==> config.mk <==
export PLATFORM = sky130hd
export DESIGN_NAME = im2col_param_top
export DESIGN_NICKNAME = d
export VERILOG_FILES = /design/src/hdl/im2col_pkg.sv /design/src/hdl/im2col_addr_pipe.sv /design/src/hdl/im2col_ctrl.sv /design/src/hdl/im2col_pad_calc.sv /design/src/hdl/im2col_param_top.sv /design/src/hdl/im2col_window_cnt.sv
export VERILOG_INCLUDE_DIRS = /design/src /design/src/hdl
export SDC_FILE = /design/constraint.sdc
export NUM_CORES = 2
export LEC_CHECK = 0
export BUFFER_PORTS_ARGS = -buffer_cell sky130_fd_sc_hd__buf_2
export CORE_AREA = 2 2 257 259
export CTS_CLUSTER_DIAMETER = 30
export DETAILED_ROUTE_END_ITERATION = 8
export DIE_AREA = 0 0 259 261
export GPL_ROUTABILITY_DRIVEN = 0
export PLACE_DENSITY = 0.83
export SLEW_MARGIN = 30
export SYNTH_ARGS = -nofsm -noshare
export SYNTH_HDL_FRONTEND = slang
export SYNTH_SLANG_ARGS = --single-unit
==> constraint.sdc <==
create_clock -name clk_i -period 8.2 [get_ports clk_i]
set_input_delay 1.23 -clock clk_i [delete_from_list [all_inputs] [get_ports clk_i]]
set_output_delay 1.23 -clock clk_i [all_outputs]
set_load 0.01 [all_outputs]
==> src/hdl/im2col_settings.svh <==
/*
 * im2col parameter engine settings.
 * Datapath widths and descriptor field widths.
 */

`ifndef IM2COL_SETTINGS_SVH
`define IM2COL_SETTINGS_SVH

// Image, filter, padding and counter dimensions.
`define IM2COL_DIM_W 8

// Transfer sizes and patch counts.
`define IM2COL_SIZE_W 16

`define IM2COL_PTR_W 32  // Addresses and element index.

`define IM2COL_INC_W 23  // Row increment field of the descriptor.

`define IM2COL_ELEM_BYTES_LOG2 2  // 32-bit elements.

`endif

==> src/hdl/im2col_pkg.sv <==
/*
 * im2col parameter engine package.
 * Dimension, pointer and size types, FSM states and the DMA descriptor.
 */

`include "im2col_settings.svh"

package im2col_pkg;

  typedef logic [`IM2COL_DIM_W-1:0] dim_t;
  typedef logic [`IM2COL_SIZE_W-1:0] size_t;
  typedef logic [`IM2COL_PTR_W-1:0] ptr_t;

  typedef enum logic [3:0] {
    IDLE,
    PRECOMP,
    COND_EVAL,
    ZEROS_1,
    ZEROS_2,
    INDEX_1,
    INDEX_2,
    INDEX_3,
    PUSH,
    OUT_UPDATE,
    OFFSET_UPDATE
  } param_state_e;

  // One DMA transfer of the im2col matrix.
  typedef struct packed {
    ptr_t input_ptr;
    ptr_t output_ptr;
    logic [`IM2COL_INC_W-1:0] in_inc_d2;  // Source step between rows.
    dim_t n_zeros_top;
    dim_t n_zeros_bottom;
    dim_t n_zeros_left;
    dim_t n_zeros_right;
    size_t size_d1;
    size_t size_d2;
  } dma_desc_t;

endpackage

==> src/hdl/im2col_addr_pipe.sv <==
/*
 * im2col address pipeline.
 * Source index in four stages, input and output pointers, row increment.
 */

`timescale 1ns/1ps

`include "im2col_settings.svh"

module im2col_addr_pipe (
  input  logic                     clk_i,
  input  logic                     rst_ni,
  input  logic                     pipe_en_i,
  input  logic                     out_adv_i,
  input  logic                     out_clr_i,
  input  im2col_pkg::ptr_t         src_ptr_i,
  input  im2col_pkg::ptr_t         dst_ptr_i,
  input  im2col_pkg::dim_t         ih_i,
  input  im2col_pkg::dim_t         iw_i,
  input  im2col_pkg::dim_t         num_ch_i,
  input  im2col_pkg::size_t        n_patches_h_i,
  input  im2col_pkg::size_t        n_patches_w_i,
  input  im2col_pkg::dim_t         pad_top_i,
  input  im2col_pkg::dim_t         pad_left_i,
  input  im2col_pkg::dim_t         batch_cnt_i,
  input  im2col_pkg::dim_t         im_c_i,
  input  im2col_pkg::dim_t         h_off_i,
  input  im2col_pkg::dim_t         w_off_i,
  input  im2col_pkg::dim_t         n_zeros_top_i,
  input  im2col_pkg::dim_t         n_zeros_left_i,
  input  im2col_pkg::size_t        size_d1_i,
  output im2col_pkg::ptr_t         input_ptr_o,
  output im2col_pkg::ptr_t         output_ptr_o,
  output logic [`IM2COL_INC_W-1:0] in_inc_d2_o
);
  import im2col_pkg::*;

  ptr_t plane_q;  // Channel plane number.
  ptr_t row_base_q;
  ptr_t row_q;  // Image row of the first valid element.
  ptr_t index;
  ptr_t in_ptr_q;
  ptr_t out_ptr_q;
  ptr_t out_step;

  // Rows and columns may start negative; padding brings them back in range.
  always_ff @(posedge clk_i) begin
    if (pipe_en_i) begin
      plane_q    <= ptr_t'(batch_cnt_i) * ptr_t'(num_ch_i) + ptr_t'(im_c_i);
      row_base_q <= plane_q * ptr_t'(ih_i);
      row_q      <= row_base_q + ptr_t'(h_off_i) + ptr_t'(n_zeros_top_i)
                    - ptr_t'(pad_top_i);
      in_ptr_q   <= src_ptr_i + (index << `IM2COL_ELEM_BYTES_LOG2);
    end
  end

  assign index = row_q * ptr_t'(iw_i) + ptr_t'(w_off_i) + ptr_t'(n_zeros_left_i)
                 - ptr_t'(pad_left_i);

  // One full output column per descriptor.
  assign out_step = (ptr_t'(n_patches_h_i) * ptr_t'(n_patches_w_i))
                    << `IM2COL_ELEM_BYTES_LOG2;

  always_ff @(posedge clk_i or negedge rst_ni) begin
    if (!rst_ni) begin
      out_ptr_q <= '0;
    end else if (out_clr_i) begin
      out_ptr_q <= dst_ptr_i;
    end else if (out_adv_i) begin
      out_ptr_q <= out_ptr_q + out_step;
    end
  end

  assign input_ptr_o  = in_ptr_q;
  assign output_ptr_o = out_ptr_q;
  assign in_inc_d2_o  = `IM2COL_INC_W'(iw_i) - `IM2COL_INC_W'(size_d1_i) + 1'b1;

endmodule

==> src/hdl/im2col_ctrl.sv <==
/*
 * im2col parameter engine control.
 * Sequences the descriptor computation, pushes to the FIFO, keeps done.
 */

`timescale 1ns/1ps

module im2col_ctrl (
  input  logic clk_i,
  input  logic rst_ni,
  input  logic start_i,
  input  logic fifo_full_i,
  input  logic done_ack_i,
  input  logic last_batch_i,
  input  logic last_col_i,
  output logic fifo_push_o,
  output logic param_done_o,
  output logic phase1_en_o,
  output logic phase2_en_o,
  output logic zeros_clr_o,
  output logic batch_inc_o,
  output logic batch_clr_o,
  output logic offset_adv_o,
  output logic out_adv_o,
  output logic out_clr_o,
  output logic pipe_en_o
);
  import im2col_pkg::*;

  param_state_e state_q, state_d;
  logic done_q;

  always_ff @(posedge clk_i or negedge rst_ni) begin
    if (!rst_ni) begin
      state_q <= IDLE;
    end else begin
      state_q <= state_d;
    end
  end

  // Set after the last column, held until acknowledged.
  always_ff @(posedge clk_i or negedge rst_ni) begin
    if (!rst_ni) begin
      done_q <= 1'b0;
    end else if (done_ack_i) begin
      done_q <= 1'b0;
    end else if (state_q == OFFSET_UPDATE && last_col_i) begin
      done_q <= 1'b1;
    end
  end

  always_comb begin
    state_d      = state_q;
    fifo_push_o  = 1'b0;
    phase1_en_o  = 1'b0;
    phase2_en_o  = 1'b0;
    zeros_clr_o  = 1'b0;
    batch_inc_o  = 1'b0;
    batch_clr_o  = 1'b0;
    offset_adv_o = 1'b0;
    out_adv_o    = 1'b0;
    out_clr_o    = 1'b0;
    pipe_en_o    = 1'b0;
    unique case (state_q)
      IDLE, PRECOMP: begin
        zeros_clr_o = 1'b1;
        batch_clr_o = 1'b1;
        out_clr_o   = 1'b1;  // Reload destination pointer.
        if (state_q == PRECOMP) begin
          state_d = COND_EVAL;
        end else if (start_i) begin
          state_d = PRECOMP;
        end
      end
      COND_EVAL: state_d = done_q ? IDLE : ZEROS_1;
      ZEROS_1: begin
        phase1_en_o = 1'b1;
        state_d     = ZEROS_2;
      end
      ZEROS_2: begin
        phase2_en_o = 1'b1;
        pipe_en_o   = 1'b1;
        state_d     = INDEX_1;
      end
      INDEX_1, INDEX_2: begin
        pipe_en_o = 1'b1;
        state_d   = (state_q == INDEX_1) ? INDEX_2 : INDEX_3;
      end
      INDEX_3: begin
        pipe_en_o = 1'b1;
        if (!fifo_full_i) begin
          state_d = PUSH;
        end
      end
      PUSH: begin
        fifo_push_o = 1'b1;
        state_d     = OUT_UPDATE;
      end
      OUT_UPDATE: begin
        batch_inc_o = 1'b1;
        out_adv_o   = 1'b1;
        state_d     = last_batch_i ? OFFSET_UPDATE : COND_EVAL;
      end
      OFFSET_UPDATE: begin
        batch_clr_o  = 1'b1;
        offset_adv_o = 1'b1;  // Next filter tap or channel.
        state_d      = COND_EVAL;
      end
      default: state_d = IDLE;
    endcase
  end

  assign param_done_o = done_q;

  // A push only follows an INDEX_3 cycle that saw room in the FIFO.
  assert property (@(posedge clk_i) disable iff (!rst_ni)
    fifo_push_o |-> $past(state_q == INDEX_3 && !fifo_full_i));

  assert property (@(posedge clk_i) disable iff (!rst_ni)
    param_done_o |-> !fifo_push_o);

endmodule

==> src/hdl/im2col_pad_calc.sv <==
/*
 * im2col padding calculation.
 * Zero counts on the four sides in two phases, and the transfer sizes.
 */

`timescale 1ns/1ps

module im2col_pad_calc (
  input  logic              clk_i,
  input  logic              rst_ni,
  input  im2col_pkg::dim_t  w_off_i,
  input  im2col_pkg::dim_t  h_off_i,
  input  im2col_pkg::dim_t  fw_i,
  input  im2col_pkg::dim_t  fh_i,
  input  im2col_pkg::dim_t  pad_top_i,
  input  im2col_pkg::dim_t  pad_bottom_i,
  input  im2col_pkg::dim_t  pad_left_i,
  input  im2col_pkg::dim_t  pad_right_i,
  input  im2col_pkg::size_t n_patches_h_i,
  input  im2col_pkg::size_t n_patches_w_i,
  input  logic              phase1_en_i,
  input  logic              phase2_en_i,
  input  logic              zeros_clr_i,
  output im2col_pkg::dim_t  n_zeros_top_o,
  output im2col_pkg::dim_t  n_zeros_bottom_o,
  output im2col_pkg::dim_t  n_zeros_left_o,
  output im2col_pkg::dim_t  n_zeros_right_o,
  output im2col_pkg::size_t size_d1_o,
  output im2col_pkg::size_t size_d2_o
);
  import im2col_pkg::*;

  dim_t dist_w_q, dist_h_q;  // Distance of the tap to the far filter edge.
  dim_t top_q, bottom_q, left_q, right_q;

  always_ff @(posedge clk_i or negedge rst_ni) begin
    if (!rst_ni) begin
      dist_w_q <= '0;
      dist_h_q <= '0;
    end else if (phase1_en_i) begin
      dist_w_q <= fw_i - 1'b1 - w_off_i;
      dist_h_q <= fh_i - 1'b1 - h_off_i;
    end
  end

  always_ff @(posedge clk_i or negedge rst_ni) begin
    if (!rst_ni) begin
      {top_q, bottom_q, left_q, right_q} <= '0;
    end else if (phase2_en_i) begin
      top_q    <= (pad_top_i > h_off_i) ? pad_top_i - h_off_i : '0;
      left_q   <= (pad_left_i > w_off_i) ? pad_left_i - w_off_i : '0;
      bottom_q <= (pad_bottom_i > dist_h_q) ? pad_bottom_i - dist_h_q : '0;
      right_q  <= (pad_right_i > dist_w_q) ? pad_right_i - dist_w_q : '0;
    end else if (zeros_clr_i) begin
      {top_q, bottom_q, left_q, right_q} <= '0;
    end
  end

  assign n_zeros_top_o    = top_q;
  assign n_zeros_bottom_o = bottom_q;
  assign n_zeros_left_o   = left_q;
  assign n_zeros_right_o  = right_q;

  // Valid elements per row and per column of the patch.
  assign size_d1_o = n_patches_w_i - size_t'(left_q) - size_t'(right_q);
  assign size_d2_o = n_patches_h_i - size_t'(top_q) - size_t'(bottom_q);

endmodule

==> src/hdl/im2col_param_top.sv <==
/*
 * im2col parameter engine top level.
 * Control FSM with counters, padding and address datapath.
 */

`timescale 1ns/1ps

`include "im2col_settings.svh"

module im2col_param_top (
  input  logic                  clk_i,
  input  logic                  rst_ni,
  input  im2col_pkg::ptr_t      src_ptr_i,
  input  im2col_pkg::ptr_t      dst_ptr_i,
  input  im2col_pkg::dim_t      ih_i,
  input  im2col_pkg::dim_t      iw_i,
  input  im2col_pkg::dim_t      fh_i,
  input  im2col_pkg::dim_t      fw_i,
  input  im2col_pkg::dim_t      num_ch_i,
  input  im2col_pkg::size_t     ch_col_i,
  input  im2col_pkg::dim_t      batch_i,
  input  im2col_pkg::size_t     n_patches_h_i,
  input  im2col_pkg::size_t     n_patches_w_i,
  input  im2col_pkg::dim_t      pad_top_i,
  input  im2col_pkg::dim_t      pad_bottom_i,
  input  im2col_pkg::dim_t      pad_left_i,
  input  im2col_pkg::dim_t      pad_right_i,
  input  logic                  start_i,
  input  logic                  fifo_full_i,
  input  logic                  done_ack_i,
  output logic                  fifo_push_o,
  output logic                  param_done_o,
  output im2col_pkg::dma_desc_t desc_o
);
  import im2col_pkg::*;

  logic phase1_en, phase2_en, zeros_clr, batch_inc, batch_clr;
  logic offset_adv, out_adv, out_clr, pipe_en;
  logic last_batch, last_col;
  dim_t w_off, h_off, im_c, batch_cnt;
  dim_t n_zeros_top, n_zeros_bottom, n_zeros_left, n_zeros_right;
  size_t size_d1, size_d2;
  ptr_t input_ptr, output_ptr;
  logic [`IM2COL_INC_W-1:0] in_inc_d2;

  im2col_ctrl ctrl_i (
    .clk_i, .rst_ni, .start_i, .fifo_full_i, .done_ack_i,
    .last_batch_i (last_batch),
    .last_col_i   (last_col),
    .fifo_push_o, .param_done_o,
    .phase1_en_o  (phase1_en),
    .phase2_en_o  (phase2_en),
    .zeros_clr_o  (zeros_clr),
    .batch_inc_o  (batch_inc),
    .batch_clr_o  (batch_clr),
    .offset_adv_o (offset_adv),
    .out_adv_o    (out_adv),
    .out_clr_o    (out_clr),
    .pipe_en_o    (pipe_en)
  );

  im2col_window_cnt window_cnt_i (
    .clk_i, .rst_ni, .fh_i, .fw_i, .ch_col_i, .batch_i,
    .offset_adv_i (offset_adv),
    .batch_inc_i  (batch_inc),
    .batch_clr_i  (batch_clr),
    .done_i       (param_done_o),
    .w_off_o      (w_off),
    .h_off_o      (h_off),
    .im_c_o       (im_c),
    .batch_cnt_o  (batch_cnt),
    .last_batch_o (last_batch),
    .last_col_o   (last_col)
  );

  im2col_pad_calc pad_calc_i (
    .clk_i, .rst_ni, .fw_i, .fh_i,
    .w_off_i (w_off),
    .h_off_i (h_off),
    .pad_top_i, .pad_bottom_i, .pad_left_i, .pad_right_i,
    .n_patches_h_i, .n_patches_w_i,
    .phase1_en_i      (phase1_en),
    .phase2_en_i      (phase2_en),
    .zeros_clr_i      (zeros_clr),
    .n_zeros_top_o    (n_zeros_top),
    .n_zeros_bottom_o (n_zeros_bottom),
    .n_zeros_left_o   (n_zeros_left),
    .n_zeros_right_o  (n_zeros_right),
    .size_d1_o        (size_d1),
    .size_d2_o        (size_d2)
  );

  im2col_addr_pipe addr_pipe_i (
    .clk_i, .rst_ni,
    .pipe_en_i (pipe_en),
    .out_adv_i (out_adv),
    .out_clr_i (out_clr),
    .src_ptr_i, .dst_ptr_i, .ih_i, .iw_i, .num_ch_i,
    .n_patches_h_i, .n_patches_w_i, .pad_top_i, .pad_left_i,
    .batch_cnt_i    (batch_cnt),
    .im_c_i         (im_c),
    .h_off_i        (h_off),
    .w_off_i        (w_off),
    .n_zeros_top_i  (n_zeros_top),
    .n_zeros_left_i (n_zeros_left),
    .size_d1_i      (size_d1),
    .input_ptr_o    (input_ptr),
    .output_ptr_o   (output_ptr),
    .in_inc_d2_o    (in_inc_d2)
  );

  assign desc_o = '{
    input_ptr:      input_ptr,
    output_ptr:     output_ptr,
    in_inc_d2:      in_inc_d2,
    n_zeros_top:    n_zeros_top,
    n_zeros_bottom: n_zeros_bottom,
    n_zeros_left:   n_zeros_left,
    n_zeros_right:  n_zeros_right,
    size_d1:        size_d1,
    size_d2:        size_d2
  };

endmodule

==> src/hdl/im2col_window_cnt.sv <==
/*
 * im2col window counters.
 * Filter offsets, channel, column and batch position of the walk.
 */

`timescale 1ns/1ps

module im2col_window_cnt (
  input  logic              clk_i,
  input  logic              rst_ni,
  input  im2col_pkg::dim_t  fh_i,
  input  im2col_pkg::dim_t  fw_i,
  input  im2col_pkg::size_t ch_col_i,
  input  im2col_pkg::dim_t  batch_i,
  input  logic              offset_adv_i,
  input  logic              batch_inc_i,
  input  logic              batch_clr_i,
  input  logic              done_i,
  output im2col_pkg::dim_t  w_off_o,
  output im2col_pkg::dim_t  h_off_o,
  output im2col_pkg::dim_t  im_c_o,
  output im2col_pkg::dim_t  batch_cnt_o,
  output logic              last_batch_o,
  output logic              last_col_o
);
  import im2col_pkg::*;

  dim_t w_off_q, h_off_q, im_c_q, batch_q;
  size_t col_q;
  logic w_wrap, h_wrap;

  assign w_wrap = (w_off_q == dim_t'(fw_i - 1'b1));
  assign h_wrap = (h_off_q == dim_t'(fh_i - 1'b1));

  always_ff @(posedge clk_i or negedge rst_ni) begin
    if (!rst_ni) begin
      w_off_q <= '0;
      h_off_q <= '0;
      im_c_q  <= '0;
      col_q   <= '0;
    end else if (done_i) begin
      w_off_q <= '0;
      h_off_q <= '0;
      im_c_q  <= '0;
      col_q   <= '0;
    end else if (offset_adv_i) begin
      w_off_q <= w_wrap ? '0 : w_off_q + 1'b1;
      if (w_wrap) begin
        h_off_q <= h_wrap ? '0 : h_off_q + 1'b1;
        if (h_wrap) begin
          im_c_q <= im_c_q + 1'b1;  // Whole filter window done.
        end
      end
      col_q <= last_col_o ? '0 : col_q + 1'b1;
    end
  end

  always_ff @(posedge clk_i or negedge rst_ni) begin
    if (!rst_ni) begin
      batch_q <= '0;
    end else if (batch_clr_i) begin
      batch_q <= '0;
    end else if (batch_inc_i) begin
      batch_q <= batch_q + 1'b1;
    end
  end

  assign w_off_o      = w_off_q;
  assign h_off_o      = h_off_q;
  assign im_c_o       = im_c_q;
  assign batch_cnt_o  = batch_q;
  assign last_batch_o = (batch_q == dim_t'(batch_i - 1'b1));
  assign last_col_o   = (col_q == size_t'(ch_col_i - 1'b1));

  assert property (@(posedge clk_i) disable iff (!rst_ni)
    offset_adv_i |=> w_off_q < fw_i);

endmodule

==> results.cfg <==
[status]
status = completed

[critical_path]
arrival_ps = 8420
cp-start-kind = input port
crit_end = addr_pipe_i.output_ptr_o[31]$_DFFE_PN0N_
required_ps = 8640
worstSetupEndpointType = flop
critPathBufInv = 6
worstSetupStartpoint = n_patches_w_i[4]
crit_slowest_cell = fa_2
slowest_delay_ps = 580
reg2reg_to = addr_pipe_i.input_ptr_o[31]$_DFFE_PP_
worst-setup-path-type = in -> reg
rr_startpoint = addr_pipe_i.row_q[2]$_DFFE_PP_
r2r_slack_ps = 680
worstPathMaxFanout = 7
cp_common_cell = fa_1
r2r_cells = 29
cp.depth = 31
critPathTopFamily = adder cells

[timing]
hold_viol_final = 0
worst_slack_ps = 225
setup_viol = 0
hold_ws_ps = 479
drv_slew = 0
finalCritPeriodShare_pct = 97.3
min_period_ps = 7980
tightest_slew_ps = 1000
slew_headroom_pct = 32.6
fin_skew_ps = 24.8
fmax_mhz = 125

[yosys]
synth.distinct_cells = 94
ys_ff_latch = 239
ys.warnings.count = 0
ys_seq_area_share_pct = 16.1
synth_cells = 4501
ys.flop_type = dfrtp_1
synthArstFlopShare_pct = 55.6
synth_edf_count = 106
synth.avg_cell_area_um2 = 8.99
syn-cell-area_mm2 = 0.0405
syn_nets = 5703

[die]
die-area_mm2 = 0.0676
die-width_um = 259
core_mm2 = 0.0650
start_util_pct = 62.2
pin_count = 350
fp.dieH_um = 261
rows = 94

[finish]
final_common_cell = inv_1
multiInputGateArea_mm2 = 0.0307
final_cell_mix = inv_1, nand2_1, fa_1, ha_1, buf_2
stdcell_count = 5861
seq_area_mm2 = 0.00651
syn_to_final_growth_pct = 14.5
fill_cells = 4747
finalCoreUtilization_pct = 71.2
fin_nets = 6144
drive_gt1_share_pct = 13.4

[drt]
finalWirelength_um = 104000
drt_iter0_drc = 2596
wl_per_cell_um = 17.8
drc = 0
drt_pass1_iterations = 6
ant_nets = 0
vias_per_cell = 5.66
vias = 33200

[clock_network]
cts_buffer_depth = 3
clk_pin_slew_ps = 40
clk_latency_ps = 600
clock-sinks = 239
htreeDepth = 2
cts_buffers = 60
root_buffer = clkbuf_16
hold_buffers = 0
cts_tree = done

[grt]
grt_pass1_vias = 33700
grt_max_degree = 75
grt.total_usage_pct = 31.0
grt-ovfl-total = 0
antenna_found_initial = 23
grt_pass1_wl_um = 168000

[placement]
place_worst_setup_slack_ps = -239
dp_hpwl_um = 85400
dp.cells = 5738
io_buffers = 349

[hold_path]
min_path_type = reg -> reg

[job]
drv_cap = 0
==> worst min-delay path, stage by stage (launching register included) <==
cell     delay [ps]
dfrtp_1         340
nand2_1          50
o21ai_0          60
==> metrics by stage <==
step / TNS (ps) / cell area, um^2
6_report: 0 / 46300
5_1_grt: -196 / 46300
4_1_cts: 0 / 46200
3_5_place_dp: -917 / 44000
3_3_place_gp: -263 / 44000
2_1_floorplan: 0 / 40500
==> kinds of logic (layout without fill, tap and decap cells) <==
family	Yosys count	count (layout)	share of synthesized area, %
AND/OR/NAND/NOR	1327	1327	15.9
adder cells (fa/ha/maj)	1005	1005	41.0
buffers and inverters	889	1379	8.29
AO/OA/AOI/OAI	722	722	11.7
XOR/XNOR	305	305	6.62
flip-flops	239	239	16.1
multiplexers	14	14	0.365
other	0	6	0
==> layout make-up <==
cell class	instances	share of cell area (%)
multi-input cells	3373	66.3
clock inverters	43	1.31
well taps	864	2.33
repair buffers	504	6.34
clock buffers	68	3.39
inverters	764	6.20
flip-flops and latches	239	14.1
diodes	6	0.0324
==> synth_stat cells, drive strengths merged (106+ instances only) <==
master	count	area, um^2
edfxtp	106	3180
a21oi	164	821
xor2	110	971
clkbuf	108	405
a21o	127	953
ha	471	5890
and2	273	1710
fa	534	10700
dfrtp	133	3330
xnor2	195	1710
nand2	561	2110
inv	764	2870
o21ai	180	905
nor2	178	671
==> metal layers <==
metal | global-route usage (%) | share of wire (%) | vias to the layer above
li1 | - | - | 15500
met1 | 40.8 | 41 | 16100
met2 | 50.8 | 46 | 1329
met3 | 6.43 | 8.7 | 285
met4 | 12.0 | 4.1 | 30
met5 | 0 | 0.18 | -
==> registers in the layout, indices dropped and copies added, names as in the netlist, 8 cells and up <==
register,flops
window_cnt_i.im_c_o,8
pad_calc_i.dist_h_q,8
window_cnt_i.w_off_o,8
addr_pipe_i.output_ptr_o,32
pad_calc_i.n_zeros_top_o,8
addr_pipe_i.row_q,30
pad_calc_i.n_zeros_bottom_o,8
addr_pipe_i.input_ptr_o,32
window_cnt_i.h_off_o,8
pad_calc_i.dist_w_q,8
window_cnt_i.batch_cnt_o,8
addr_pipe_i.plane_q,17
pad_calc_i.n_zeros_left_o,8
addr_pipe_i.row_base_q,27
window_cnt_i.col_q,16
pad_calc_i.n_zeros_right_o,8
==> how the worst min path moves through the flow <==
stage	end	cells after the start	from	slack, ps
finish	pad_calc_i.dist_h_q[0]$_DFFE_PN0P_	2	pad_calc_i.dist_h_q[0]$_DFFE_PN0P_	480
global route	pad_calc_i.dist_h_q[5]$_DFFE_PN0P_	2	pad_calc_i.dist_h_q[5]$_DFFE_PN0P_	520
CTS	pad_calc_i.dist_h_q[0]$_DFFE_PN0P_	2	pad_calc_i.dist_h_q[0]$_DFFE_PN0P_	480
detailed placement	pad_calc_i.dist_w_q[3]$_DFFE_PN0P_	2	pad_calc_i.dist_w_q[3]$_DFFE_PN0P_	470
global placement	pad_calc_i.dist_h_q[4]$_DFFE_PN0P_	2	pad_calc_i.dist_h_q[4]$_DFFE_PN0P_	460
floorplan	pad_calc_i.dist_h_q[3]$_DFFE_PN0P_	2	pad_calc_i.dist_h_q[3]$_DFFE_PN0P_	450
==> what timing repair did <==
| item | in CTS | in global routing |
|---|---|---|
| hold endpoints to repair | 0 | 0 |
| gates resized for setup | 0 | 27 |
| setup buffers | 0 | 6 |
| endpoints found under the setup margin | 0 | 4 |
Power is not shown: default switching activity piles up to over one toggle a cycle in this logic, so the estimate is an artifact.
